**src/design/icache_pkg.sv**
```systemverilog
// Instruction cache shared definitions
package icache_pkg;

   // Physical fetch address and word widths
   localparam int addr_w = 16;
   localparam int word_w = 32;

   // Default geometry of 8 sets of 4 ways with 16-byte lines
   localparam int def_sets_log2 = 3;
   localparam int def_ways_log2 = 2;
   localparam int def_line_log2 = 4;

   // Bytes per cache word
   localparam int word_bytes_log2 = 2;

   // Refill controller states
   typedef enum logic [1:0] {
      st_idle    = 2'b00,
      st_pending = 2'b01,
      st_readout = 2'b10,
      st_boot    = 2'b11
   } icache_state_t;

endpackage

```
**src/design/icache_data_store.sv**
```systemverilog
// Cache line data arrays
`timescale 1ns/1ps

module icache_data_store #(
   parameter int sets_log2 = icache_pkg::def_sets_log2,
   parameter int ways_log2 = icache_pkg::def_ways_log2,
   parameter int line_log2 = icache_pkg::def_line_log2,
   localparam int ways = 1 << ways_log2,
   localparam int word_aw = sets_log2 + line_log2 - icache_pkg::word_bytes_log2
) (
   input  logic                            clk,
   input  logic                            rd_en,
   input  logic [word_aw-1:0]              rd_word_addr,
   input  logic                            refill_we,
   input  logic [ways_log2-1:0]            refill_way,
   input  logic [word_aw-1:0]              refill_word_addr,
   input  logic [icache_pkg::word_w-1:0]   r_data,
   input  logic [ways_log2-1:0]            match_way,
   output logic [icache_pkg::word_w-1:0]   dout
);
   import icache_pkg::*;

   logic [word_w-1:0] way_dout [ways];

   for (genvar w = 0; w < ways; w++)
   begin : g_way
      logic [word_w-1:0]  mem [1 << word_aw];
      logic [word_w-1:0]  rd_q;
      logic               wr_sel;

      // Beats land only in the way chosen for replacement
      assign wr_sel = refill_we & (refill_way == ways_log2'(w));

      always_ff @(posedge clk)
      begin
         if (wr_sel)
            mem[refill_word_addr] <= r_data;
      end

      always_ff @(posedge clk)
      begin
         if (rd_en)
            rd_q <= mem[rd_word_addr];
      end

      assign way_dout[w] = rd_q;
   end

   // All ways are read in parallel, the hit picks one
   assign dout = way_dout[match_way];

endmodule

```
**config.mk**
```make
export PLATFORM = sky130hd
export DESIGN_NAME = icache_data_store
export DESIGN_NICKNAME = d
export VERILOG_FILES = /design/src/design/icache_pkg.sv /design/src/design/icache_data_store.sv
export SDC_FILE = /design/constraint.sdc
export NUM_CORES = 2
export LEC_CHECK = 0
export BUFFER_PORTS_ARGS = -buffer_cell sky130_fd_sc_hd__buf_2
export CELL_PAD_IN_SITES_DETAIL_PLACEMENT = 1
export CELL_PAD_IN_SITES_GLOBAL_PLACEMENT = 1
export CORE_MARGIN = 1.5
export CORE_UTILIZATION = 45
export CTS_CLUSTER_DIAMETER = 50
export DETAILED_ROUTE_END_ITERATION = 7
export PLACE_DENSITY = 0.62
export REMOVE_ABC_BUFFERS = 1
export SYNTH_ARGS = -nofsm -noshare
export SYNTH_HDL_FRONTEND = slang
export SYNTH_SLANG_ARGS = --single-unit
```
**constraint.sdc**
```tcl
create_clock -name clk -period 5.5 [get_ports clk]
set_input_delay 1.375 -clock clk [delete_from_list [all_inputs] [get_ports clk]]
set_output_delay 1.375 -clock clk [all_outputs]
set_load 0.02 [all_outputs]
```
==> impl_results.md <==
- Syn Inst Count: 6,648
- Die height: 598 um
- Layout cells sized above 1: 28.9%
- Flop pwr share: 52.2%
- P&R area growth vs syn: 14.4%
- H-tree depth: 5
- CP Launch Type: input pin
- Core area: 352,000 um2
- Synth cell count leaders: 4,224 x edfxtp_1, 879 x mux4_2, 444 x o22ai_1, 184 x buf_2, 136 x mux2i_1
- Tcrit/Tclk final: 80.7%
- Critical path class: in2out
- GRT overflow: 0
- I/O pins: 81
- Vias: 77,400
- Post-CTS Setup Bufs: 0
- DPL Wire Length: 269,000 um
- CTS tree: yes
- CTS sink count: 4,224
- P_sw: 15.1 mW
- Post-synth top area share: 79.7%
- Sw frac: 21.9%
- Port-buffer cells: 80
- First drt pass iteration count: 7
- Total Wirelength: 477,000 um
- Internal Pwr Total: 54.0 mW
- Ys async rst share: 0%
- Full die area: 357,000 um2
- First-pass GRT wire length: 657,000 um
- Critical Path AT: 3.07 ns
- Inserted Clock Buffers: 449
- Sequential element share of the synthesized area: 79.7%
- Syn Area/Cell: 23.9 um2
- Initial antenna violation count: 47
- Unique masters post-synth: 35
- Clock Power Share: 43.6%
- Top-count cell post-synth: edfxtp_1
- Max_slew headroom: 4.01%
- Setup violators final: 0
- Worst EP required: 4.12 ns
- Final Total Pwr: 69.1 mW
- Setup TNS: 0 ns
- Tightest Pin Transition: 1.44 ns
- Post-synth EDFFs: 4,224
- Slack of the worst reg-to-reg path: 3.53 ns
- Post-CTS Resized: 0
- CTS root buffer: clkbuf_16
- All-Layer GR Usage: 26.7%
- Hold buffers post-CTS: 0
- Site row count: 218
- Clk buf depth: 4
- Routed len/inst: 38.8 um
- Largest cells by area after synthesis: edfxtp_1 80%, mux4_2 12%, mux4_1 1.8%, o22ai_1 1.7%, mux2i_1 0.86%
- Die Width: 598 um
- Largest net degree at the start of global routing: 90
- Starting Density: 45.2%
- Ys Warns: 0
- Synthesized flop and latch total: 4,224
- CP endpoint kind: primary output
- Initial DRC count: 9,547
- Part of the power in combinational logic: 4.2%
- RSZ-0062 raised after global routing: no
- Critical path fanouts, max: 24
- Final Wtd Congestion: 0.811
- Peak supply drop: 310 uV
- Leakage: 56.4 nW
- Post-Synthesis Cell Area: 159,000 um2
- Final min period: 4.44 ns
- Area leader, netlist: edfxtp_1
- # DRC: 0
- Clock Latency Late Sink: 0.98 ns
- MaxCap Viol Count: 0
- Hold crit path type: reg2reg
- Nets: 7,193
- Status: completed
- Final Hold Viols: 0
- Worst-path clk slew: 0.06 ns
- Fmax: 0.225 GHz
- Via/cell ratio: 6.29
- Antenna Nets Post-Route: 0
- Pins Over Slew Limit: 0
- Power density cells: 380 nW/um2
- Number of global-route vias before repair: 79,200
- Worst Clk Skew: 0.0394 ns
- Top_reg_cell synth: edfxtp_1
==> layout by cell type, fill, tap and decap left out, types with 60 or more instances in the layout <==
cell,synthesis,final
a22oi_1,85,85
buf_4,18,325
clkbuf_1,68,66
clkbuf_16,0,454
clkinv_1,0,88
clkinv_2,0,83
edfxtp_1,4224,4224
mux2i_1,136,136
mux4_1,109,109
mux4_2,879,879
nor2_4,0,128
nor4_1,60,60
o22ai_1,444,444
==> kinds of logic (layout without fill, tap and decap cells) <==
kind of cell | count (synthesis) | after routing | synth area share (%)
flops | 4224 | 4224 | 79.7
buf+inv | 374 | 1254 | 1.59
mux | 1124 | 1124 | 15.1
other cells | 0 | 48 | 0
simple gates | 380 | 380 | 1.39
compound gates | 546 | 546 | 2.20
==> state kept, by name, summed over array words and instances, names as in the netlist <==
name / flops
g_way.rd_q: 128
g_way.mem: 4096
==> area by class of cell <==
cell class	count	area [um2]
diodes	48	120
repair buffers	419	3660
flip-flops and latches	4224	127000
clock inverters	315	3020
fillers	30000	170000
well taps	4730	5920
multi-input cells	2050	30800
clock buffers	520	11600
==> power by group through the flow <==
stage | sequential, mW | combinational [mW] | clock (mW)
4_1_cts | 36.1 | 2.91 | 30.5
5_1_grt | 36.0 | 3.03 | 31.6
3_3_place_gp | 36.7 | 2.83 | 0
2_1_floorplan | 36.4 | 1.20 | 0
3_5_place_dp | 36.7 | 2.90 | 0
6_report | 36.1 | 2.88 | 30.1
==> final timing paths <==
check	from	to	cells past startpoint
setup / recovery	match_way[0]	dout[13]	4
hold reg to reg	g_way[1].mem[15][10]$_DFFE_PP_	g_way[1].rd_q[10]$_DFFE_PP_	4
setup reg to reg	g_way[2].mem[7][27]$_DFFE_PP_	g_way[2].rd_q[27]$_DFFE_PP_	3
hold / removal	g_way[1].mem[15][10]$_DFFE_PP_	g_way[1].rd_q[10]$_DFFE_PP_	4
==> per-layer routing <==
metal / up-vias / GRT usage, % / share of wire (%)
li1: 30100 / - / -
met1: 43000 / 36.6 / 39
met2: 3595 / 44.1 / 49
met3: 722 / 4.62 / 8.0
met4: 26 / 8.37 / 3.5
met5: - / 0 / 0.035
==> worst max-delay path, stage by stage <==
cell,delay (ns)
buf_4,0.60
buf_4,0.37
mux4_2,0.54
buf_2,0.18
==> per-stage QoR <==
stage	area [um2]	util, %	setup slack [ns]	hold slack (ns)	std cells
floorplan	157000	-	0.882	0.643	6274
global placement	167000	47.5	0.917	0.726	11400
detailed placement	167000	47.5	0.915	0.725	11400
CTS	182000	51.6	1.03	0.742	12300
global route	182000	51.7	0.974	0.792	12300
finish	182000	51.7	1.06	0.729	12300
Note: power is estimated with default switching activity, not from simulation.
