`config.mk`:
```
export PLATFORM = sky130hd
export DESIGN_NAME = icache_lookup
export DESIGN_NICKNAME = d
export VERILOG_FILES = /design/src/design/icache_pkg.sv /design/src/design/icache_lookup.sv
export SDC_FILE = /design/constraint.sdc
export NUM_CORES = 1
export LEC_CHECK = 0
export BUFFER_PORTS_ARGS = -buffer_cell sky130_fd_sc_hd__buf_2
export CORE_MARGIN = 5
export CORE_UTILIZATION = 36
export DETAILED_ROUTE_END_ITERATION = 12
export PLACE_DENSITY = 0.8
export SLEW_MARGIN = 20
export SYNTH_ARGS = -nofsm -noshare
export SYNTH_HDL_FRONTEND = slang
export SYNTH_SLANG_ARGS = --single-unit
```
`constraint.sdc`:
```
create_clock -name vclk -period 3
set_input_delay 0.45 -clock vclk [all_inputs]
set_output_delay 0.45 -clock vclk [all_outputs]
set_load 0.1 [all_outputs]
```
`src/design/icache_pkg.sv`:
```
// Instruction cache shared definitions
package icache_pkg;

   // Physical fetch address and word widths
   localparam int addr_w = 16;
   localparam int word_w = 32;

   // Default geometry of 8 sets of 4 ways with 16-byte lines
   localparam int def_sets_log2 = 3;
   localparam int def_ways_log2 = 2;
   localparam int def_line_log2 = 4;

   // Bytes per cache word
   localparam int word_bytes_log2 = 2;

   // Refill controller states
   typedef enum logic [1:0] {
      st_idle    = 2'b00,
      st_pending = 2'b01,
      st_readout = 2'b10,
      st_boot    = 2'b11
   } icache_state_t;

endpackage

```
`src/design/icache_lookup.sv`:
```
// Tag compare and LRU maintenance
`timescale 1ns/1ps

module icache_lookup #(
   parameter int sets_log2 = icache_pkg::def_sets_log2,
   parameter int ways_log2 = icache_pkg::def_ways_log2,
   parameter int line_log2 = icache_pkg::def_line_log2,
   localparam int ways = 1 << ways_log2,
   localparam int tag_w = icache_pkg::addr_w - sets_log2 - line_log2
) (
   input  icache_pkg::icache_state_t       state,
   input  logic [sets_log2-1:0]            boot_idx,
   input  logic                            req_vld,
   input  logic [icache_pkg::addr_w-1:0]   req_addr,
   input  logic [ways-1:0]                 tag_v,
   input  logic [ways-1:0][tag_w-1:0]      tag,
   input  logic [ways-1:0][ways_log2-1:0]  age,
   output logic                            hit,
   output logic [ways_log2-1:0]            match_way,
   output logic [ways_log2-1:0]            victim_way,
   output logic [ways-1:0]                 tag_we,
   output logic [ways-1:0]                 tag_v_in,
   output logic [ways-1:0][tag_w-1:0]      tag_in,
   output logic                            age_we,
   output logic [ways-1:0][ways_log2-1:0]  age_in
);
   import icache_pkg::*;

   logic [tag_w-1:0]       req_tag;
   logic [ways-1:0]        match;
   logic [ways-1:0]        zero_age;
   logic [ways_log2-1:0]   hit_age;

   assign req_tag = req_addr[addr_w-1 -: tag_w];

   for (genvar w = 0; w < ways; w++)
   begin : g_cmp
      assign match[w]    = req_vld & tag_v[w] & (tag[w] == req_tag);
      assign zero_age[w] = (age[w] == '0);
   end

   assign hit = |match;

   // OR encoders for one-hot inputs
   always_comb
   begin
      match_way  = '0;
      victim_way = '0;
      hit_age    = '0;
      for (int w = 0; w < ways; w++)
      begin
         if (match[w])
         begin
            match_way = match_way | ways_log2'(w);
            hit_age   = hit_age | age[w];
         end
         if (zero_age[w])
            victim_way = victim_way | ways_log2'(w);
      end
   end

   always_comb
   begin
      tag_we   = '0;
      tag_v_in = '0;
      tag_in   = '0;
      age_we   = 1'b0;
      age_in   = age;
      if (state == st_boot)
      begin
         // Invalidate all ways and seed distinct ages
         tag_we = '1;
         age_we = 1'b1;
         for (int w = 0; w < ways; w++)
            age_in[w] = ways_log2'(w);
      end
      else if (state == st_idle && req_vld)
      begin
         if (hit)
         begin
            // Matched way becomes youngest and younger ones shift down
            age_we = 1'b1;
            for (int w = 0; w < ways; w++)
               age_in[w] = match[w] ? '1 : age[w] - ways_log2'(age[w] > hit_age);
         end
         else
         begin
            tag_we[victim_way] = 1'b1;
            tag_v_in = '1;
            for (int w = 0; w < ways; w++)
               tag_in[w] = req_tag;
         end
      end
   end

   always_comb
   begin
      if (req_vld)
      begin
         assert final ($onehot0(match))
            else $error("tag match on more than one way");
         assert final ($onehot(zero_age))
            else $error("LRU ages of the set are not a permutation");
      end
      // Stall keeps the fetch side out until every set is cleared
      if (state == st_boot)
         assert final (!req_vld)
            else $error("request accepted during boot at set %0d", boot_idx);
   end

endmodule

```
==> flow_summary.json, run 1 <==
{
  "status": "aborted with a tool error",
  "haltStage": "5_1_grt",
  "error": "[ERROR DPL-0038] Utilization greater than 100%, impossible to legalize",
  "grt_max_degree": 13,
  "place_area_um2": 2992,
  "synth_top_family_by_area": "buffers and inverters",
  "netlist_area_um2": 1408,
  "port_buffers": 118,
  "gp_congestion": 0.9635,
  "synth_mux_area_share_pct": 1.422,
  "synth_compound_area_share_pct": 14.84,
  "postGrtWorstEndpoint": "age_in[0]",
  "die-height_um": 72.53,
  "hpwl_mm": 6.053,
  "synthAdderAreaFrac_pct": 10.67,
  "synth_seq_area_share_pct": 0,
  "hold_buffers": 0,
  "syn_nets": 278,
  "start_util_pct": 37.88,
  "synthXorXnorAreaFrac_pct": 22.40,
  "synthCells": 196,
  "avgSynthCellArea_um2": 7.182,
  "ys.warnings.count": 0,
  "synth_simple_gate_area_share_pct": 24.53,
  "num_rows": 22,
  "yosysUniqueCellTypes": 35,
  "dieWidth_um": 72.53,
  "io_pins": 128,
  "worstEpCategory": "output port"
}
==> repair_timing <==
action / in CTS
gates resized for setup: 78
gates cloned: 0
setup endpoints to repair: 9
buffers inserted: 12
pin swaps: 34
==> synth_stat cells (all sizes together) (3+ instances only) <==
| cell type | number | share of area, % |
|---|---|---|
| a21oi | 10 | 3.6 |
| and3 | 16 | 7.6 |
| buf | 40 | 22 |
| clkbuf | 4 | 1.1 |
| ha | 12 | 11 |
| inv | 12 | 3.2 |
| nand2 | 11 | 2.9 |
| nand3 | 6 | 2.1 |
| nand4 | 3 | 1.3 |
| nor2 | 5 | 1.3 |
| nor3 | 6 | 2.5 |
| nor4 | 8 | 4.6 |
| o21ai | 5 | 1.8 |
| o31ai | 3 | 2.0 |
| o41ai | 4 | 2.5 |
| xnor2 | 12 | 7.5 |
| xor2 | 24 | 15 |
==> through the flow <==
| step | hold WS [ns] | worst slack [ns] | std cells |
|---|---|---|---|
| 4_1_cts | 1.299 | -0.4696 | 363 |
| 3_5_place_dp | 1.279 | -0.8413 | 352 |
| 3_3_place_gp | 1.266 | -0.6416 | 352 |
| 2_1_floorplan | 1.083 | -2.145 | 196 |
==> cell families after synthesis <==
kind of cell	Yosys count
xor gates and xnor gates	36
AOI/OAI and AO/OA	31
muxes	2
adders and majority gates	12
and+or+nand+nor	59
buffers and inverters	56
==> inputs of run 2 (changes only) <==
Settings changed: CORE_AREA set to 5 5 66 68, CORE_MARGIN 5 to unset, CORE_UTILIZATION 36 to unset, DIE_AREA set to 0 0 71 73, PLACE_DENSITY 0.8 to unset, PLACE_DENSITY_LB_ADDON set to 0.15.
Clock period 3 ns to 3.9 ns, I/O delays scaled along.
==> flow_summary.json, run 2 <==
{
  "drt_iter0_drc": 101,
  "placedCellCount": 335,
  "final-seq-area_um2": 0,
  "setup_viol": 0,
  "diodes": 0,
  "pwr-share-seq_pct": 0,
  "grt_pass1_vias": 1518,
  "ys.warnings.count": 0,
  "p_per_area_nw_per_um2": 158.7,
  "seq_cells": 0,
  "multi_input_area_um2": 1359,
  "crit_required_ns": 3.31,
  "fin_cells": 338,
  "critPathTopFamily": "compound AO/OA/AOI/OAI gates",
  "internal-power_uw": 109.1,
  "drv_cap": 0,
  "worst_path_max_delay_cell": "nor4_2",
  "fin_tns_setup_ns": 0,
  "synth.most_common_cell": "buf_4",
  "num_rows": 23,
  "p_leak_nw": 1.228,
  "timing.critical_path.from_type": "primary input",
  "status": "completed",
  "fin_crit_sh_pct": 97.76,
  "place_area_um2": 2095,
  "gp_congestion": 0.8301,
  "utilization_pct": 61.07,
  "most-common-layout-cells": "107 x buf_2, 23 x xor2_1, 20 x buf_4",
  "final_net_count": 372,
  "port_buffers": 118,
  "die-height_um": 73,
  "antenna_found_initial": 0,
  "start_util_pct": 37.06,
  "grt_pass1_wl_mm": 7.017,
  "setup_ws_ns": 0.08750,
  "netSwitchingFraction_pct": 70.35,
  "p_total_uw": 368.1,
  "critPathKind": "primary input to output port",
  "dieWidth_um": 71,
  "cp.arrival_ns": 3.23,
  "fmax_ghz": 0.2623,
  "slew_viol_final": 0,
  "fin_area_um2": 2320,
  "final_common_cell": "buf_2",
  "cp_max_fo": 5,
  "die-area_um2": 5183,
  "crit_path_end_kind": "output port",
  "core_um2": 3799,
  "worst_path_largest_cell_delay_ns": 0.38,
  "maxSlewHeadroom_pct": 56.43,
  "irDropWorstVdd_v": 0.00007129,
  "syn_nets": 278,
  "route.detailed.drc": 0,
  "hold_violations": 0,
  "grt_max_degree": 18,
  "p_comb_share_pct": 100.0,
  "min_to": "age_in[0]",
  "area_growth_pct": 64.80,
  "synth_area_leaders": "buf_4 20%, xor2_1 15%, ha_1 11%",
  "cp_cell_sequence": "buf_2 -> xor2_1 -> nor4_2 -> nand3_2 -> o21ai_2 -> a221oi_4 -> ha_4 -> a21oi_1 -> a21oi_2 -> ha_2 -> o41ai_4 -> and3_4 -> o31ai_4 -> buf_12",
  "hp-class": "primary input to output port",
  "grt.overflow.total": 0,
  "wl_per_cell_um": 14.47,
  "worst_pin_slew_ns": 0.6519,
  "vias_per_cell": 4.973,
  "hpwl_mm": 4.014,
  "crit_buf_inv": 2,
  "avgSynthCellArea_um2": 7.182,
  "netlist_area_um2": 1408,
  "drtPass1Iterations": 4,
  "dpl_worst_slack_ns": -0.02301,
  "io_pins": 128,
  "nClkBuffers": 0,
  "netSwitchingPower_uw": 258.9,
  "drt_wl_total_mm": 4.892,
  "yosysUniqueCellTypes": 35,
  "synth_top_area_cell": "buf_4",
  "synth_seq_area_share_pct": 0,
  "holdWs_ns": 1.536,
  "hp-start": "state[1]",
  "route.met3.wl_um": 335,
  "nFillCells": 365,
  "synthCells": 196,
  "ant_nets": 0,
  "drive_gt1_share_pct": 62.50,
  "top_layer_used": "met4",
  "met1Wirelength_mm": 1.984,
  "fin_crit_ns": 3.812,
  "hold_depth": 3,
  "num_vias": 1681,
  "grt.total_usage_pct": 16.24,
  "wl_met2_mm": 2.514,
  "netlist.area_leader.share_pct": 20.27,
  "synth_common_cells": "38 x buf_4, 24 x xor2_1, 14 x and3_1, 12 x ha_1, 12 x xnor2_1",
  "power.share.clock_pct": 0
}
run 2: cell counts after synthesis:
No cell type changed its count.
run 2: timing repair:
action / 4_1_cts / 5_1_grt
hold buffers: 0 / 0
gates resized for setup: 3 / 30
pin swaps: 0 / 19
cloned: 0 / 0
buffers inserted: 0 / 3
endpoints found under the setup margin: 3 / 8
run 2: power by group through the flow:
stage / sequential, mW / combinational, mW / clock [mW]
finish: 0 / 0.368 / 0
global route: 0 / 0.386 / 0
CTS: 0 / 0.352 / 0
detailed placement: 0 / 0.349 / 0
global placement: 0 / 0.348 / 0
floorplan: 0 / 0.271 / 0
run 2: layout make-up:
class / count / area share [%]
inverter: 12 / 1.942
multi-input combinational: 140 / 58.58
timing repair buffer: 136 / 36.79
tap: 50 / 2.697
run 2: cell families after synthesis:
family	count (synthesis)	synth area share, %
AO/OA/AOI/OAI	31	14.84
XOR/XNOR	36	22.40
adder cells (fa/ha/maj)	12	10.67
buffers and inverters	56	26.13
multiplexers	2	1.422
AND/OR/NAND/NOR	59	24.53
run 2: worst max-delay path by stage:
stage            startpoint        end  slack, ns  cells past startpoint
6_report       req_addr[14]  age_in[7]       0.09                     14
4_1_cts        req_addr[10]  age_in[2]       0.02                     17
3_3_place_gp   req_addr[10]  age_in[7]      -0.03                     13
5_1_grt         req_addr[8]  age_in[6]      -0.04                     17
2_1_floorplan   req_addr[9]  tag_we[1]      -1.52                      8
3_5_place_dp   req_addr[10]  age_in[7]      -0.02                     13
run 2: routing by layer:
layer	track usage (%)	vias up
met5	0	-
met4	1.879	0
met3	1.791	6
met2	28.32	67
met1	22.18	764
li1	-	844
Note: power is estimated with default switching activity, not from simulation.
