--- src/design/icache_pkg.sv ---
// Instruction cache shared definitions
package icache_pkg;

   // Physical fetch address and word widths
   localparam int addr_w = 16;
   localparam int word_w = 32;

   // Default geometry of 8 sets of 4 ways with 16-byte lines
   localparam int def_sets_log2 = 3;
   localparam int def_ways_log2 = 2;
   localparam int def_line_log2 = 4;

   // Bytes per cache word
   localparam int word_bytes_log2 = 2;

   // Refill controller states
   typedef enum logic [1:0] {
      st_idle    = 2'b00,
      st_pending = 2'b01,
      st_readout = 2'b10,
      st_boot    = 2'b11
   } icache_state_t;

endpackage

--- src/design/icache_refill_ctrl.sv ---
// Cache boot and refill controller
`timescale 1ns/1ps

module icache_refill_ctrl #(
   parameter int sets_log2 = icache_pkg::def_sets_log2,
   parameter int line_log2 = icache_pkg::def_line_log2,
   localparam int off_w = line_log2 - icache_pkg::word_bytes_log2
) (
   input  logic                            clk,
   input  logic                            rst_n,
   input  logic                            req_vld,
   input  logic                            hit,
   input  logic [icache_pkg::addr_w-1:0]   req_addr,
   input  logic                            ar_ready,
   input  logic                            r_valid,
   output icache_pkg::icache_state_t       state,
   output logic [sets_log2-1:0]            boot_idx,
   output logic [off_w-1:0]                beat_cnt,
   output logic                            refill_we,
   output logic                            tag_reread,
   output logic                            stall,
   output logic                            dout_vld,
   output logic                            ar_valid,
   output logic [icache_pkg::addr_w-1:0]   ar_addr
);
   import icache_pkg::*;

   icache_state_t  state_nxt;
   logic           miss;
   logic           last_beat;

   assign miss      = (state == st_idle) & req_vld & ~hit;
   assign refill_we = r_valid & (state == st_pending);
   assign last_beat = refill_we & (&beat_cnt);

   always_comb
   begin
      state_nxt = state;
      case (state)
         st_boot:
            if (boot_idx == '0)
               state_nxt = st_readout;
         st_idle:
            if (miss)
               state_nxt = st_pending;
         st_pending:
            if (last_beat)
               state_nxt = st_readout;
         st_readout:
            state_nxt = st_idle;
         default:
            state_nxt = st_boot;
      endcase
   end

   always_ff @(posedge clk or negedge rst_n)
   begin
      if (!rst_n)
      begin
         state    <= st_boot;
         boot_idx <= '1;
         beat_cnt <= '0;
         ar_valid <= 1'b0;
      end
      else
      begin
         state <= state_nxt;
         // Sweep from the top set down to zero
         if (state == st_boot)
            boot_idx <= boot_idx - 1'b1;
         // Wraps back to zero after the last word of the line
         if (refill_we)
            beat_cnt <= beat_cnt + 1'b1;
         if (miss)
            ar_valid <= 1'b1;
         else if (ar_valid && ar_ready)
            ar_valid <= 1'b0;
      end
   end

   // Tags and data are stale after a refill or the boot sweep
   assign tag_reread = (state == st_readout);

   assign stall    = (state != st_idle) | (req_vld & ~hit);
   assign dout_vld = (state == st_idle) & hit;

   // Request is held in stage 1 for the whole miss
   assign ar_addr = {req_addr[addr_w-1:line_log2], {line_log2{1'b0}}};

   a_ar_hold: assert property (
      @(posedge clk) disable iff (!rst_n)
      ar_valid && !ar_ready |=> ar_valid && $stable(ar_addr)
   ) else $error("ar_valid or ar_addr changed before the handshake");

   a_r_in_pending: assert property (
      @(posedge clk) disable iff (!rst_n)
      r_valid |-> state == st_pending
   ) else $error("read beat outside a pending refill");

endmodule

--- config.mk ---
export PLATFORM = sky130hd
export DESIGN_NAME = icache_refill_ctrl
export DESIGN_NICKNAME = d
export VERILOG_FILES = /design/src/design/icache_pkg.sv /design/src/design/icache_refill_ctrl.sv
export SDC_FILE = /design/constraint.sdc
export NUM_CORES = 1
export LEC_CHECK = 0
export ABC_AREA = 1
export BUFFER_PORTS_ARGS = -buffer_cell sky130_fd_sc_hd__buf_4
export CORE_MARGIN = 3
export CORE_UTILIZATION = 39
export CTS_CLUSTER_SIZE = 20
export DETAILED_ROUTE_END_ITERATION = 7
export PLACE_DENSITY = 0.87
export SKIP_CTS_REPAIR_TIMING = 1
export SLEW_MARGIN = 20
export SYNTH_ARGS = -nofsm -noshare
export SYNTH_HDL_FRONTEND = slang
export SYNTH_SLANG_ARGS = --single-unit
--- constraint.sdc ---
create_clock -name clk -period 2.5 [get_ports clk]
set_input_delay 0.25 -clock clk [delete_from_list [all_inputs] [get_ports clk]]
set_output_delay 0.25 -clock clk [all_outputs]
set_load 0.1 [all_outputs]
==> results of run 1 <==
==> placed cells by master, fill, tap and decap left out, types with 2 or more instances in the layout <==
cell	count
buf_4	17
nand2_1	10
inv_1	7
dfstp_2	5
conb_1	4
nor2_2	3
nand2_2	3
o21ai_1	3
ha_1	3
dfrtp_1	3
clkbuf_4	3
nand3_1	2
==> sequential cells by signal, indices dropped and copies added, names as in the netlist <==
name / count
beat_cnt: 2
ar_valid: 1
boot_idx: 3
state: 2
==> routing by layer <==
layer / global-route usage / vias to the layer above / share of wire / wire length, µm
li1: - / 192 / - / -
met1: 0.0992 / 170 / 0.31 / 290
met2: 0.192 / 20 / 0.55 / 513
met3: 0.0788 / 0 / 0.14 / 130
met4: 0.0241 / 0 / 0 / 0
met5: 0 / - / 0 / 0
==> logic make-up after synthesis <==
logic type | count (synthesis)
AOI/OAI and AO/OA | 3
adders and majority gates | 3
other | 1
DFF | 8
buffers and inverters | 26
and+or+nand+nor | 22
xor gates and xnor gates | 1
==> critical path: stages (launching register included) <==
cell     delay, ns
dfstp_2       0.66
nand3_4       0.12
inv_4         0.07
buf_4         0.28
==> final timing paths <==
path,slack (ns),from,cells after the start,endpoint
worst max-delay path,0.87,state[0],3,refill_we
worst min-delay path,0.17,ar_ready,2,ar_valid
worst max register to register,1.23,boot_idx[0],5,state[0]
worst min register to register,0.49,boot_idx[1],2,boot_idx[1]
max in group asynchronous,1.94,rst_n,2,boot_idx[1]
min in group asynchronous,0.35,rst_n,2,ar_valid
==> per-stage QoR <==
step,setup WS (ns),utilization,hold WS [ns],instances
finish,0.867,0.474,0.174,87
CTS,0.852,0.466,-0.198,86
floorplan,0.300,-,-0.0456,67
detailed placement,1.12,0.447,0.0713,82
global placement,1.14,0.447,0.0709,82
global route,0.782,0.474,0.169,87
==> layout make-up <==
type	instances	area (µm²)	share of cell area
repair buffers	18	138	0.218
inverters	9	36.3	0.0574
well taps	15	18.8	0.0297
multi-input cells	33	206	0.327
flip-flops and latches	8	206	0.327
clock buffers	4	26.3	0.0416
==> impl_metrics.toml, run 1 <==
[outcome]
status = "complete, no violations"

[routing]
vias_per_cell = 4.39
vias = 382
antenna_left = 0
drc = 0
routed_wl_um = 935
drt_iter0_drc = 0
routedWlPerCell_um = 10.7
drt_pass1_iterations = 1

[critical_path]
cp_max_fo = 9
setup.worst_path.end_class = "output pin"
critPathKind = "reg2out"
start_kind = "register"
cp.required_ns = 2.25
arrival_ns = 1.38

[synth]
ys.flop_type = "dfstp_2"
synth_warnings = 0
synth_top_family_by_area = "buffers and inverters"
synth-compound-area-share = 0.0267
synth.most_common_cell = "buf_4"
ys_ff_latch = 8
synth-simple-area-share = 0.218
syn_area_um2 = 562
synth_cell_type_count = 20
synth_area_leaders = "dfstp_2 23%, buf_4 21%, dfrtp_1 13%"
avgSynthCellArea_um2 = 8.78
synth-xor-area-share = 0.0156
synth_commonest_cells = "16 x buf_4, 10 x nand2_1, 7 x inv_1, 5 x dfstp_2"
async_flop_share = 1.00
synth_top_area_frac = 0.234
yosysTopAreaCell = "dfstp_2"
synth-seq-area-share = 0.367
synth_mux_area_frac = 0
synth_edf_count = 0
synthAdderAreaFrac = 0.0668
synthCells = 64

[floorplan]
dieHeight_um = 44.0
io_pins = 50
coreArea_um2 = 1330
dieArea_um2 = 1930
dieWidth_um = 44.0
initial_core_util = 0.421
num_rows = 13

[worst_hold_path]
hp-class = "in2reg"

[timing]
skew_ns = 0.00148
max_freq_mhz = 612
fin_setup_tns_ns = 0
hold_viol_final = 0
finalCritPeriodShare = 0.653
rsz0062_at_grt = "false"
layout_min_cycle_time_ns = 1.63
setup_viol = 0
drv_slew = 0

[global_routing]
gr-total-overflow = 0
grt_pass1_wl_um = 1480
track_usage = 0.109
grt_start_max_net_pins = 10
antenna_found_initial = 0
grt_pass1_vias = 375

[cts]
htree_levels = 1
cts.sinks = 8
clkTransAtPathRegs_ns = 0.05
clk_latency_ns = 0.25
cts.path.max_buffers = 2
clockRootBuffer = "clkbuf_4"
cts_tree = "done"
cts_buffers = 3

[final_layout]
filler_cell_count = 132
finalInstanceArea_um2 = 632
nNetsFinal = 98
area_growth_pct = 12.5
layout-drive-gt1-share = 0.500
diodes = 0

[placement]
hpwl_um = 780
port_buffers = 17
gp_congestion = 0.715
placed_area_um2 = 596

[run]
maxCapViolCount = 0
Power of run 1 is left out: the tool's default activity adds up to more than one toggle a clock period on the data nets, which glitch-free logic cannot reach.
==> run 2, diff against run 1 <==
Settings changed: CORE_UTILIZATION 39 to 36, PLACE_DENSITY 0.87 to 0.81.
Clock period 2.5 ns to 1.7 ns, I/O delays scaled along.
==> run 2 against run 1 <==
  * Global-route usage hardly changed
  * Setup slack worse by 0.78 ns
  * Sequential cell count stayed put
  * Via count is 4.5% higher
  * Highest routed layer is now met4
==> impl_metrics.toml, run 2 (synthesis results as in run 1) <==
[critical_path]
arrival_ns = 1.45
cp.required_ns = 1.53
r2r-start = "boot_idx[0]"
cp_max_fo = 9
reg2reg_depth = 4
setup.worst_path.end_class = "output pin"
critPathKind = "reg2out"
start_kind = "register"
reg2reg_to = "boot_idx[2]"
ff2ff_setup_slack_ns = 0.45

[floorplan]
dieArea_um2 = 2070
dieHeight_um = 45.5
io_pins = 50
num_rows = 13
initial_core_util = 0.406
dieWidth_um = 45.5
coreArea_um2 = 1380

[global_routing]
grt_pass1_vias = 381
track_usage = 0.109
gr-total-overflow = 0
grt_start_max_net_pins = 10
antenna_found_initial = 0
grt_pass1_wl_um = 1550

[cts]
cts_buffers = 3
cts.path.max_buffers = 2
htree_levels = 1
clkTransAtPathRegs_ns = 0.06
clockRootBuffer = "clkbuf_4"
cts.sinks = 8
clk_latency_ns = 0.25
cts_tree = "done"

[outcome]
status = "complete, no violations"

[routing]
drt_pass1_iterations = 4
antenna_left = 0
routed_wl_um = 944
vias_per_cell = 4.59
drt_iter0_drc = 9
vias = 399
drc = 0
routedWlPerCell_um = 10.9

[timing]
finalCritPeriodShare = 0.950
hold_viol_final = 0
layout_min_cycle_time_ns = 1.62
rsz0062_at_grt = "false"
skew_ns = 0.00693
max_freq_mhz = 619
drv_slew = 0
setup_viol = 0

[final_layout]
layout_commonest_cell = "buf_4"
biggestRegsByFlops = "boot_idx (3), beat_cnt (2), state (2)"
largest_reg_flops = 3
diodes = 0
top_register = "boot_idx"
layout-drive-gt1-share = 0.500
area_growth_pct = 16.0
nNetsFinal = 98
final_cell_mix = "17 x buf_4, 10 x nand2_1, 7 x inv_1"
post-route-util = 0.471

[worst_hold_path]
hp-class = "in2reg"
hold_start = "ar_ready"
whs_endpoint = "ar_valid"
hold_depth = 2

[run]
maxCapViolCount = 0

[placement]
port_buffers = 17
hpwl_um = 760
gp_congestion = 0.694
-- run 2: cell count changes in the layout (fill, tap and decap cells not counted) --
cell	delta
dfstp_2	-1
dfstp_4	+1
nand2_2	-1
nand2_4	+1
nor2_2	-1
nor2_4	+1
nor3_2	-1
nor3_4	+1
-- run 2: worst max path at each step --
stage	depth (start not counted)	slack (ns)	endpoint	start
2_1_floorplan	2	-0.005	dout_vld	state[0]
3_3_place_gp	3	0.37	refill_we	state[0]
6_report	3	0.08	refill_we	state[0]
3_5_place_dp	3	0.35	refill_we	state[0]
5_1_grt	3	0.006	refill_we	state[0]
4_1_cts	3	0.07	refill_we	state[0]
-- run 2: critical path: stages (launching register included) --
cell	delay, ns
dfstp_2	0.70
nand3_4	0.13
inv_4	0.07
buf_4	0.28
-- run 2: per-layer routing --
metal | track usage | up-vias | wire length (µm) | share of wire
li1 | - | 193 | - | -
met1 | 0.102 | 182 | 322 | 0.34
met4 | 0.0877 | 0 | 12 | 0.013
met3 | 0.0474 | 4 | 123 | 0.13
met5 | 0 | - | 0 | 0
met2 | 0.181 | 20 | 485 | 0.51
-- run 2: per-stage QoR --
step            TNS, ns  cells  setup slack [ns]  area (µm²)  hold slack, ns
3_5_place_dp          0     82             0.348         616        -0.00720
4_1_cts               0     86            0.0708         642          -0.280
3_3_place_gp          0     82             0.368         616         -0.0101
6_report              0     87            0.0846         652          0.0991
5_1_grt               0     87           0.00564         652          0.0923
2_1_floorplan  -0.00518     67          -0.00518         601          -0.126
-- run 2: layout make-up --
type | instances | area (µm²)
timing repair buffer | 18 | 138
inverter | 9 | 36.3
sequential | 8 | 210
fill | 127 | 731
tap | 15 | 18.8
clock buffer | 4 | 26.3
multi-input combinational | 33 | 223
Power of run 2 is left out for the same reason.
