$ cat src/design/icache_pkg.sv
// Instruction cache shared definitions
package icache_pkg;

   // Physical fetch address and word widths
   localparam int addr_w = 16;
   localparam int word_w = 32;

   // Default geometry of 8 sets of 4 ways with 16-byte lines
   localparam int def_sets_log2 = 3;
   localparam int def_ways_log2 = 2;
   localparam int def_line_log2 = 4;

   // Bytes per cache word
   localparam int word_bytes_log2 = 2;

   // Refill controller states
   typedef enum logic [1:0] {
      st_idle    = 2'b00,
      st_pending = 2'b01,
      st_readout = 2'b10,
      st_boot    = 2'b11
   } icache_state_t;

endpackage

$ cat src/design/icache_tag_store.sv
// Cache tag and LRU age arrays
`timescale 1ns/1ps

module icache_tag_store #(
   parameter int sets_log2 = icache_pkg::def_sets_log2,
   parameter int ways_log2 = icache_pkg::def_ways_log2,
   parameter int line_log2 = icache_pkg::def_line_log2,
   localparam int ways = 1 << ways_log2,
   localparam int tag_w = icache_pkg::addr_w - sets_log2 - line_log2
) (
   input  logic                            clk,
   input  logic                            rst_n,
   input  logic                            rd_en,
   input  logic [sets_log2-1:0]            rd_idx,
   input  logic [sets_log2-1:0]            wr_idx,
   input  logic [ways-1:0]                 tag_we,
   input  logic [ways-1:0]                 tag_v_in,
   input  logic [ways-1:0][tag_w-1:0]      tag_in,
   input  logic                            age_we,
   input  logic [ways-1:0][ways_log2-1:0]  age_in,
   output logic [ways-1:0]                 tag_v,
   output logic [ways-1:0][tag_w-1:0]      tag,
   output logic [ways-1:0][ways_log2-1:0]  age
);

   for (genvar w = 0; w < ways; w++)
   begin : g_way
      logic [tag_w:0]          vt_mem [1 << sets_log2];
      logic [ways_log2-1:0]    age_mem [1 << sets_log2];
      logic                    v_q;
      logic [tag_w-1:0]        tag_q;
      logic [ways_log2-1:0]    age_q;
      logic                    tag_fwd;
      logic                    age_fwd;

      always_ff @(posedge clk)
      begin
         if (tag_we[w])
            vt_mem[wr_idx] <= {tag_v_in[w], tag_in[w]};
         if (age_we)
            age_mem[wr_idx] <= age_in[w];
      end

      // Back-to-back hits to one set must see the ages just written
      assign tag_fwd = tag_we[w] & (wr_idx == rd_idx);
      assign age_fwd = age_we & (wr_idx == rd_idx);

      always_ff @(posedge clk or negedge rst_n)
      begin
         if (!rst_n)
            v_q <= 1'b0;
         else if (rd_en)
            v_q <= tag_fwd ? tag_v_in[w] : vt_mem[rd_idx][tag_w];
      end

      always_ff @(posedge clk)
      begin
         if (rd_en)
         begin
            tag_q <= tag_fwd ? tag_in[w] : vt_mem[rd_idx][tag_w-1:0];
            age_q <= age_fwd ? age_in[w] : age_mem[rd_idx];
         end
      end

      assign tag_v[w] = v_q;
      assign tag[w]   = tag_q;
      assign age[w]   = age_q;
   end

endmodule

$ cat config.mk
export PLATFORM = sky130hd
export DESIGN_NAME = icache_tag_store
export DESIGN_NICKNAME = d
export VERILOG_FILES = /design/src/design/icache_pkg.sv /design/src/design/icache_tag_store.sv
export SDC_FILE = /design/constraint.sdc
export NUM_CORES = 1
export LEC_CHECK = 0
export ABC_AREA = 1
export BUFFER_PORTS_ARGS = -buffer_cell sky130_fd_sc_hd__clkbuf_2
export CORE_MARGIN = 4
export CORE_UTILIZATION = 54
export DETAILED_ROUTE_END_ITERATION = 12
export GPL_TIMING_DRIVEN = 0
export MAX_ROUTING_LAYER = met4
export PLACE_DENSITY_LB_ADDON = 0.2
export SYNTH_ARGS = -nofsm -noshare
export SYNTH_HDL_FRONTEND = slang
export SYNTH_SLANG_ARGS = --single-unit
$ cat constraint.sdc
create_clock -name clk -period 1.01 [get_ports clk]
set_input_delay 0.202 -clock clk [delete_from_list [all_inputs] [get_ports clk]]
set_output_delay 0.202 -clock clk [all_outputs]
set_load 0.01 [all_outputs]
==> metrics, run 1 <==
status finished, violations left; failing checks setup timing; maximum clock frequency 0.795 GHz; Cell Area, Synth 0.0173 sq mm; synthesis-to-layout area growth 23.9%; fin crit share 1.25; WHS Endpoint g_way[2].vt_mem[4][6]; Final Setup Violations 96; worst reg2reg path depth 6; sequential share of the synthesized area 0.749; nets around 1700; clock-pin slew on the worst setup and hold paths about 0.060 ns; Post-route DRC 0; Leak approximately 0.0076 uW; Hold Path Depth 1; DRT iter0 DRCs ~1400; vias per std cell around 5.8; vias in the first global route between 10000 and 15000; Fin. Hold Viols 0; layout cells sized above 1 0.235; Core Rows between 60 and 70; pwr dens ~1800 mW/mm^2; # IOs 110; clock buffer depth 3; Crit Path Class flop to primary output; TritonCTS clock tree done; initial antenna violation count 1; hold path startpoint tag_in[24]; CP max stage delay 0.38 ns; post-synthesis register bit count between 400 and 500; Post-Syn Instances roughly 1400; reg2reg end g_way[2].tag_q[8]; Ys Warns 0; Least-Margin Pin Slew 0.860 ns; max-slew violations 0; most common cell after layout, fill and taps aside edfxtp_1; total power just under 40000 uW; chip width 187 um; RSZ-0062 raised after global routing true; required time worst endpoint 0.81 ns; Reg-to-Reg Start g_way[2].vt_mem[4][8]; Worst-Skew Late Latency between 0.5 and 0.6 ns; total routing usage reported by global routing 0.260; H-tree depth 2; CP cell instances clkbuf_2; Sequential Area 0.0130 sq mm; post-detail-place hpwl 28.0 mm; Final Wtd Congestion 0.851; crit-path max FO 1; type of the tightest min-delay check primary input to flop; Fillers around 2200; total wire length 45.0 mm; syn_area_per_cell ~13 sq um; TritonRoute pass-1 iters 5; Vias between 10000 and 15000; DIE AREA 0.0349 sq mm; WP data arrival between 1 and 1.5 ns; Num CTS Buffers 44; syn nets 1417; Max transition margin 0.427; CP Launch Type flop; first-pass GRT wire length between 60 and 70 mm; Multi-input gate area about 0.0043 sq mm; CP top delay family flip-flops; min Tclk post-route ~1.3 ns; Slowest-stage cell, CP edfxtp_1; IO Port Bufs 108; core area 0.0316 sq mm; # clock sinks 432; Die Y between 150 and 200 um; root buf cell clkbuf_16; worst slack at placement -1.18 ns; R2R Setup Slk -0.20 ns; initial core utilization 0.548; wire per inst about 22 um; antenna viol nets, final 0; clock skew about 0.0096 ns; Max-cap violations 0; worst vdd ir ~1600 uV; largest net degree at the start of global routing 50; Worst setup EP type primary output; synth unique cells 22; Bufs and invs on worst path 1; grt total ovfl 0; most frequent cells in the layout 428 x edfxtp_1, 261 x nor2_1, 128 x nand2_1, 123 x clkbuf_2, 98 x o21ai_0; min setup slack post-route -0.248 ns; setup_tns -16.02 ns
-- how the worst max path moves through the flow --
stage	startpoint	end	depth (start not counted)
2_1_floorplan	rd_idx[0]	g_way[1].tag_q[0]	6
3_3_place_gp	wr_idx[0]	g_way[2].vt_mem[7][2]	3
3_5_place_dp	wr_idx[0]	g_way[2].vt_mem[7][3]	3
4_1_cts	g_way[0].tag_q[7]	tag[7]	1
5_1_grt	g_way[0].tag_q[4]	tag[4]	1
6_report	g_way[1].tag_q[8]	tag[17]	1
-- per-layer routing --
layer  wire, um  track usage  part of all wire
met3       3880       0.0454             0.086
met1      18300        0.354              0.41
met2      21900        0.413              0.49
met5          0            -                 0
met4        969       0.0737             0.022
-- per-stage QoR --
step / util / hold slack, ns / cell area [sq um] / instances
floorplan: - / -0.0936 / 17700 / 1355
global placement: 0.593 / 0.00966 / 18700 / 1865
detailed placement: 0.593 / 0.0152 / 18700 / 1865
CTS: 0.670 / 0.000308 / 21200 / 2017
global route: 0.679 / 0.0144 / 21400 / 2030
finish: 0.679 / 0.0125 / 21400 / 2030
-- cell families (layout without fill, tap and decap cells) --
logic type	count (synthesis)	count (layout)	synth area share
AO/OA/AOI/OAI	264	264	0.0892
XOR/XNOR	1	1	0.00159
buffers and inverters	123	395	0.0362
flip-flops	432	432	0.749
other	0	1	0
AND/OR/NAND/NOR	535	535	0.124
-- where the power goes --
group	leakage, uW	internal, uW	switching, uW
Sequential	0.00396	20500	170
Clock	0.000632	8180	6490
Combinational	0.00301	1210	2220
Total	0.00760	29900	8880
-- state kept, by name, summed over array words and instances (netlist names) --
signal / cells
g_way.v_q: 4
g_way.age_q: 8
g_way.vt_mem: 320
g_way.tag_q: 36
g_way.age_mem: 64
-- repair_timing --
item,CTS,global route
hold buffers,40,0
cloned,2,0
hold endpoints to repair,289,0
gates resized for setup,123,22
pin swaps,88,44
endpoints found under the setup margin,362,225
buffers inserted,35,12
-- cells in the mapped netlist --
cell | count | area [sq um]
o21ai_1 | 39 | 195
buf_1 | 1 | 3.75
o21ai_0 | 137 | 686
edfxtp_1 | 428 | 12900
nor2_1 | 304 | 1140
inv_1 | 35 | 131
nand3_2 | 1 | 10.0
buf_6 | 11 | 124
clkinv_4 | 1 | 8.76
clkinv_1 | 3 | 11.3
buf_2 | 22 | 110
nand4_1 | 7 | 43.8
inv_2 | 3 | 11.3
nand2_1 | 141 | 529
dfrtp_1 | 4 | 100
buf_4 | 10 | 75.1
and2_1 | 1 | 6.26
buf_8 | 1 | 15.0
clkbuf_1 | 36 | 135
o211ai_1 | 88 | 661
nand3_1 | 81 | 405
xnor2_4 | 1 | 27.5
-- final cells by class --
type,instances,area share
flip-flops and latches,432,0.605
multi-input cells,800,0.200
repair buffers,196,0.0772
clock buffers,58,0.0549
plain buffers,77,0.0253
well taps,402,0.0235
inverters,42,0.00912
clock inverters,21,0.00473
repair inverters,1,0.000351
diodes,1,0.000117
(Power assumes the default switching activity.)
==> run 2: changes to the inputs <==
CTS_BUF_LIST = sky130_fd_sc_hd__clkbuf_16   (was not set)
==> metrics, run 2 (synthesis gave the netlist of run 1 again) <==
root buf cell clkbuf_16 (unchanged); Core Rows 65 (unchanged); worst vdd ir 1550 uV (about the same); DRT iter0 DRCs 1430 (was 1416); WHS Endpoint g_way[2].vt_mem[2][6] (was g_way[2].vt_mem[4][6]); maximum clock frequency 0.791 GHz (was 0.795 GHz); post-detail-place hpwl 28.0 mm (unchanged); most common cell after layout, fill and taps aside edfxtp_1 (unchanged); Max-cap violations 0 (unchanged); fin crit share 1.25 (about the same); grt total ovfl 0 (unchanged); TritonCTS clock tree done (unchanged); min setup slack post-route -0.254 ns (was -0.248 ns); antenna viol nets, final 0 (unchanged); status finished, violations left (unchanged); max-slew violations 0 (unchanged); required time worst endpoint 0.81 ns (about the same); Reg-to-Reg Start g_way[2].vt_mem[4][8] (unchanged); vias per std cell 5.79 (was 5.82); Least-Margin Pin Slew 0.864 ns (was 0.860 ns); final core occ 0.679 (unchanged); WP data arrival 1.06 ns (about the same); Max transition margin 0.424 (was 0.427); clock buffer depth 3 (unchanged); IO Port Bufs 108 (unchanged); Num CTS Buffers 44 (unchanged); Post-route DRC 0 (unchanged); post-route cell area 0.0214 sq mm (unchanged); total wire length 45.0 mm (about the same); CP cell instances clkbuf_2 (unchanged); Slowest-stage cell, CP edfxtp_1 (unchanged); pwr dens 1800 mW/mm^2 (was 1810 mW/mm^2); synthesis-to-layout area growth 23.9% (unchanged); Leak 0.00766 uW (was 0.00760 uW); clock-pin slew on the worst setup and hold paths 0.06 ns (about the same); core area 0.0316 sq mm (unchanged); max reg flops 320 (unchanged); total routing usage reported by global routing 0.260 (unchanged); RSZ-0062 raised after global routing true (unchanged); Worst setup EP type primary output (unchanged); TritonRoute pass-1 iters 6 (was 5); failing checks setup timing (unchanged); most frequent cells in the layout 428 x edfxtp_1, 261 x nor2_1, 128 x nand2_1, 123 x clkbuf_2, 98 x o21ai_0 (unchanged); chip width 187 um (unchanged); placed cell area 0.0187 sq mm (unchanged); Crit Path Class flop to primary output (unchanged); reg2reg end g_way[2].tag_q[8] (unchanged); wire per inst 22.2 um (about the same); final cell count without fillers 2030 (unchanged); DIE AREA 0.0349 sq mm (unchanged); CP top delay family flip-flops (unchanged); first-pass GRT wire length 68.2 mm (about the same); Reg with most FFs g_way.vt_mem (unchanged); type of the tightest min-delay check primary input to flop (unchanged); vias in the first global route 11700 (unchanged); H-tree depth 2 (unchanged); min Tclk post-route 1.26 ns (about the same); # IOs 110 (unchanged); Vias 11800 (about the same); Hold Path Depth 1 (unchanged); Die Y 187 um (unchanged); # clock sinks 432 (unchanged); layout cells sized above 1 0.235 (unchanged); placed insts 1865 (unchanged); setup_tns -16.08 ns (was -16.02 ns); initial antenna violation count 1 (unchanged); initial core utilization 0.548 (unchanged); worst reg2reg path depth 6 (unchanged); largest net degree at the start of global routing 50 (unchanged); Bufs and invs on worst path 1 (unchanged); Top Registers g_way.vt_mem x320, g_way.age_mem x64, g_way.tag_q x36 (unchanged); clock skew 0.00809 ns (was 0.00959 ns); nets 1656 (unchanged); Worst-Skew Late Latency 0.54 ns (about the same); R2R Setup Slk -0.22 ns (was -0.20 ns); crit-path max FO 1 (unchanged); Fin. Hold Viols 0 (unchanged); Final Wtd Congestion 0.851 (unchanged); hold path startpoint tag_in[24] (unchanged); CP max stage delay 0.38 ns (about the same); Final Setup Violations 97 (was 96); CP Launch Type flop (unchanged)
## run 2: cell type report
class                   instances  area [sq um]
repair buffers                196          1650
repair inverters                1          7.51
well taps                     402           503
clock buffers                  45          1130
fillers                      2198         10100
inverters                      42           195
diodes                          1          2.50
plain buffers                  77           542
flip-flops and latches        432         13000
clock inverters                34           150
multi-input cells             800          4280
## run 2: per-layer routing
layer / GRT usage / wire length, um
met1: 0.354 / 18300
met2: 0.413 / 21900
met3: 0.0454 / 3790
met4: 0.0737 / 992
met5: - / 0
## run 2: how the worst max path moves through the flow
stage | start | endpoint | depth (start not counted)
3_3_place_gp | wr_idx[0] | g_way[2].vt_mem[7][2] | 3
3_5_place_dp | wr_idx[0] | g_way[2].vt_mem[7][3] | 3
5_1_grt | g_way[0].tag_q[4] | tag[4] | 1
4_1_cts | g_way[0].tag_q[7] | tag[7] | 1
6_report | g_way[0].tag_q[4] | tag[4] | 1
2_1_floorplan | rd_idx[0] | g_way[1].tag_q[0] | 6
## run 2: power breakdown
group          leakage (uW)  internal (uW)  total [uW]  switching, uW
logic               0.00301           1210        3430           2220
clock network      0.000686           8050       14500           6470
registers           0.00396          20500       20700            170
## run 2: through the flow
stage	hold WS [ns]	worst slack, ns	total power (uW)
detailed placement	0.0152	-1.18	24000
floorplan	-0.0936	-0.246	22600
global placement	0.00966	-1.16	23800
finish	0.0113	-0.254	38600
global route	0.0144	-0.307	39900
CTS	0.000308	-0.281	38600
## run 2: timing repair
item                                   4_1_cts  5_1_grt
gates cloned                                 2        0
resized for setup                          123       22
setup buffers                               35       12
pin swaps                                   88       44
endpoints found under the hold margin      288        0
setup endpoints to repair                  362      225
hold buffers                                40        0
==> run 3: changes to the inputs <==
CELL_PAD_IN_SITES_DETAIL_PLACEMENT = 2   (was not set)
CELL_PAD_IN_SITES_GLOBAL_PLACEMENT = 2   (was not set)
CORE_UTILIZATION = 38   (was 54)
==> metrics, run 3 (synthesis gave the netlist of run 1 again) <==
antenna viol nets, final 0 (unchanged); Crit Path Class flop to flop (was flop to primary output); placed cell area 0.0190 sq mm (was 0.0187 sq mm); failing checks setup timing (unchanged); Max transition margin 0.400 (was 0.424); worst vdd ir 1340 uV (was 1550 uV); maximum clock frequency 0.719 GHz (was 0.791 GHz); pwr dens 1850 mW/mm^2 (was 1800 mW/mm^2); Die Y 221 um (was 187 um); vias in the first global route 13900 (was 11700); WP data arrival 1.71 ns (was 1.06 ns); most common cell after layout, fill and taps aside edfxtp_1 (unchanged); Final Wtd Congestion 0.794 (was 0.851); Post-route DRC 0 (unchanged); Worst-Skew Late Latency 0.59 ns (was 0.54 ns); Core Rows 77 (was 65); post-detail-place hpwl 38.4 mm (was 28.0 mm); Fin. Hold Viols 0 (unchanged); TritonCTS clock tree done (unchanged); synthesis-to-layout area growth 29.0% (was 23.9%); Final Setup Violations 96 (was 97); CP Launch Type flop (unchanged); clock-pin slew on the worst setup and hold paths 0.06 ns (about the same); DRT iter0 DRCs 1069 (was 1430); DIE AREA 0.0490 sq mm (was 0.0349 sq mm); most frequent cells in the layout 428 x edfxtp_1, 243 x nor2_1, 119 x clkbuf_2, 116 x nand2_1, 98 x o21ai_0 (was 428 x edfxtp_1, 261 x nor2_1, 128 x nand2_1, 123 x clkbuf_2, 98 x o21ai_0); RSZ-0062 raised after global routing true (unchanged); min Tclk post-route 1.39 ns (was 1.26 ns); placed insts 2055 (was 1865); root buf cell clkbuf_16 (unchanged); TritonRoute pass-1 iters 5 (was 6); Worst setup EP type flop (was primary output); vias per std cell 5.65 (was 5.79); type of the tightest min-delay check primary input to flop (unchanged); layout cells sized above 1 0.276 (was 0.235); setup_tns -23.67 ns (was -16.08 ns); Least-Margin Pin Slew 0.900 ns (was 0.864 ns); max-slew violations 0 (unchanged); grt total ovfl 0 (unchanged); total power 41200 uW (was 38600 uW); Max-cap violations 0 (unchanged); Fillers 4236 (was 2198); min setup slack post-route -0.381 ns (was -0.254 ns); wire per inst 29.1 um (was 22.2 um); fin crit share 1.38 (was 1.25); Vias 12700 (was 11800); final cell count without fillers 2245 (was 2030); # clock sinks 432 (unchanged); Hold Path Depth 5 (was 1); Leak 0.00788 uW (was 0.00766 uW); status finished, violations left (unchanged); H-tree depth 2 (unchanged); clock buffer depth 3 (unchanged); IO Port Bufs 108 (unchanged); chip width 221 um (was 187 um); worst reg2reg path depth 6 (unchanged); largest net degree at the start of global routing 50 (unchanged); first-pass GRT wire length 95.0 mm (was 68.2 mm); total wire length 65.3 mm (was 45.0 mm); initial antenna violation count 4 (was 1); core area 0.0446 sq mm (was 0.0316 sq mm); # IOs 110 (unchanged); required time worst endpoint 1.33 ns (was 0.81 ns); initial core utilization 0.387 (was 0.548); post-route cell area 0.0223 sq mm (was 0.0214 sq mm); Top Registers g_way.vt_mem x320, g_way.age_mem x64, g_way.tag_q x36 (unchanged); total routing usage reported by global routing 0.267 (was 0.260); Num CTS Buffers 47 (was 44); max reg flops 320 (unchanged); crit-path max FO 1 (unchanged); Reg with most FFs g_way.vt_mem (unchanged); clock skew 0.0154 ns (was 0.00809 ns); nets 1677 (was 1656)
==> run 3: cell types whose count changed in the layout (fill, tap and decap cells not counted), sizes merged <==
cell         previous run  this run
bufinv                  0         2
clkinv                 24        27
clkbuf                188       180
dlygate4sd3            40        50
buf                    90       109
diode                   1         4
bufbuf                  0         1
inv                    49        44
==> run 3: final cells by class <==
type / count / area [sq um] / share of cell area
flip-flops and latches: 432 / 13000 / 0.581
multi-input cells: 800 / 4480 / 0.201
repair buffers: 216 / 1970 / 0.0882
clock buffers: 48 / 1200 / 0.0539
well taps: 592 / 741 / 0.0332
plain buffers: 76 / 531 / 0.0238
clock inverters: 35 / 211 / 0.00949
inverters: 42 / 193 / 0.00864
diodes: 4 / 10.0 / 0.000449
==> run 3: worst max-delay path, stage by stage, from the launching register on <==
cell and delay [ns]:
edfxtp_1 0.36, nor2_1 0.17, nor2_1 0.09, o21ai_1 0.12, o211ai_1 0.12, nand3_1 0.17, nand2_2 0.10
==> run 3: metrics by stage <==
step | util | hold WS, ns | worst slack, ns
2_1_floorplan | - | -0.0936 | -0.246
3_3_place_gp | 0.425 | 0.0161 | -1.28
3_5_place_dp | 0.425 | 0.0189 | -1.37
4_1_cts | 0.494 | 0.0826 | -0.381
5_1_grt | 0.500 | 0.138 | -0.439
6_report | 0.500 | 0.161 | -0.381
==> run 3: path summary, 6_finish.rpt <==
check | startpoint | endpoint | slack [ns]
max in group asynchronous | rst_n | g_way[2].v_q | 0.29
worst min-delay path | tag_we[3] | g_way[3].v_q | 0.16
worst max-delay path | g_way[0].vt_mem[0][8] | g_way[0].tag_q[8] | -0.38
worst min register to register | g_way[3].v_q | g_way[3].v_q | 0.49
worst max register to register | g_way[0].vt_mem[0][8] | g_way[0].tag_q[8] | -0.38
min in group asynchronous | rst_n | g_way[1].v_q | 0.53
==> run 3: timing repair <==
item	in CTS	in global routing
buffers inserted	52	4
pin swaps	108	56
cloned	2	0
setup endpoints to repair	420	118
hold endpoints to repair	381	0
hold buffers	50	0
resized for setup	141	82
==> run 3: power by group <==
part | total, uW | switching (uW) | internal [uW]
clock network | 16500 | 7400 | 9080
registers | 20700 | 235 | 20500
logic | 3970 | 2680 | 1300
==> run 3: routing by layer <==
layer  vias up  track usage  wire length (um)  share of wire
met5         -            -                 0              0
met4         0       0.0805              2150          0.033
met3       149       0.0411              3740          0.057
met2       447        0.456             33100           0.51
met1      6655        0.332             26300           0.40
li1       5425            -                 -              -
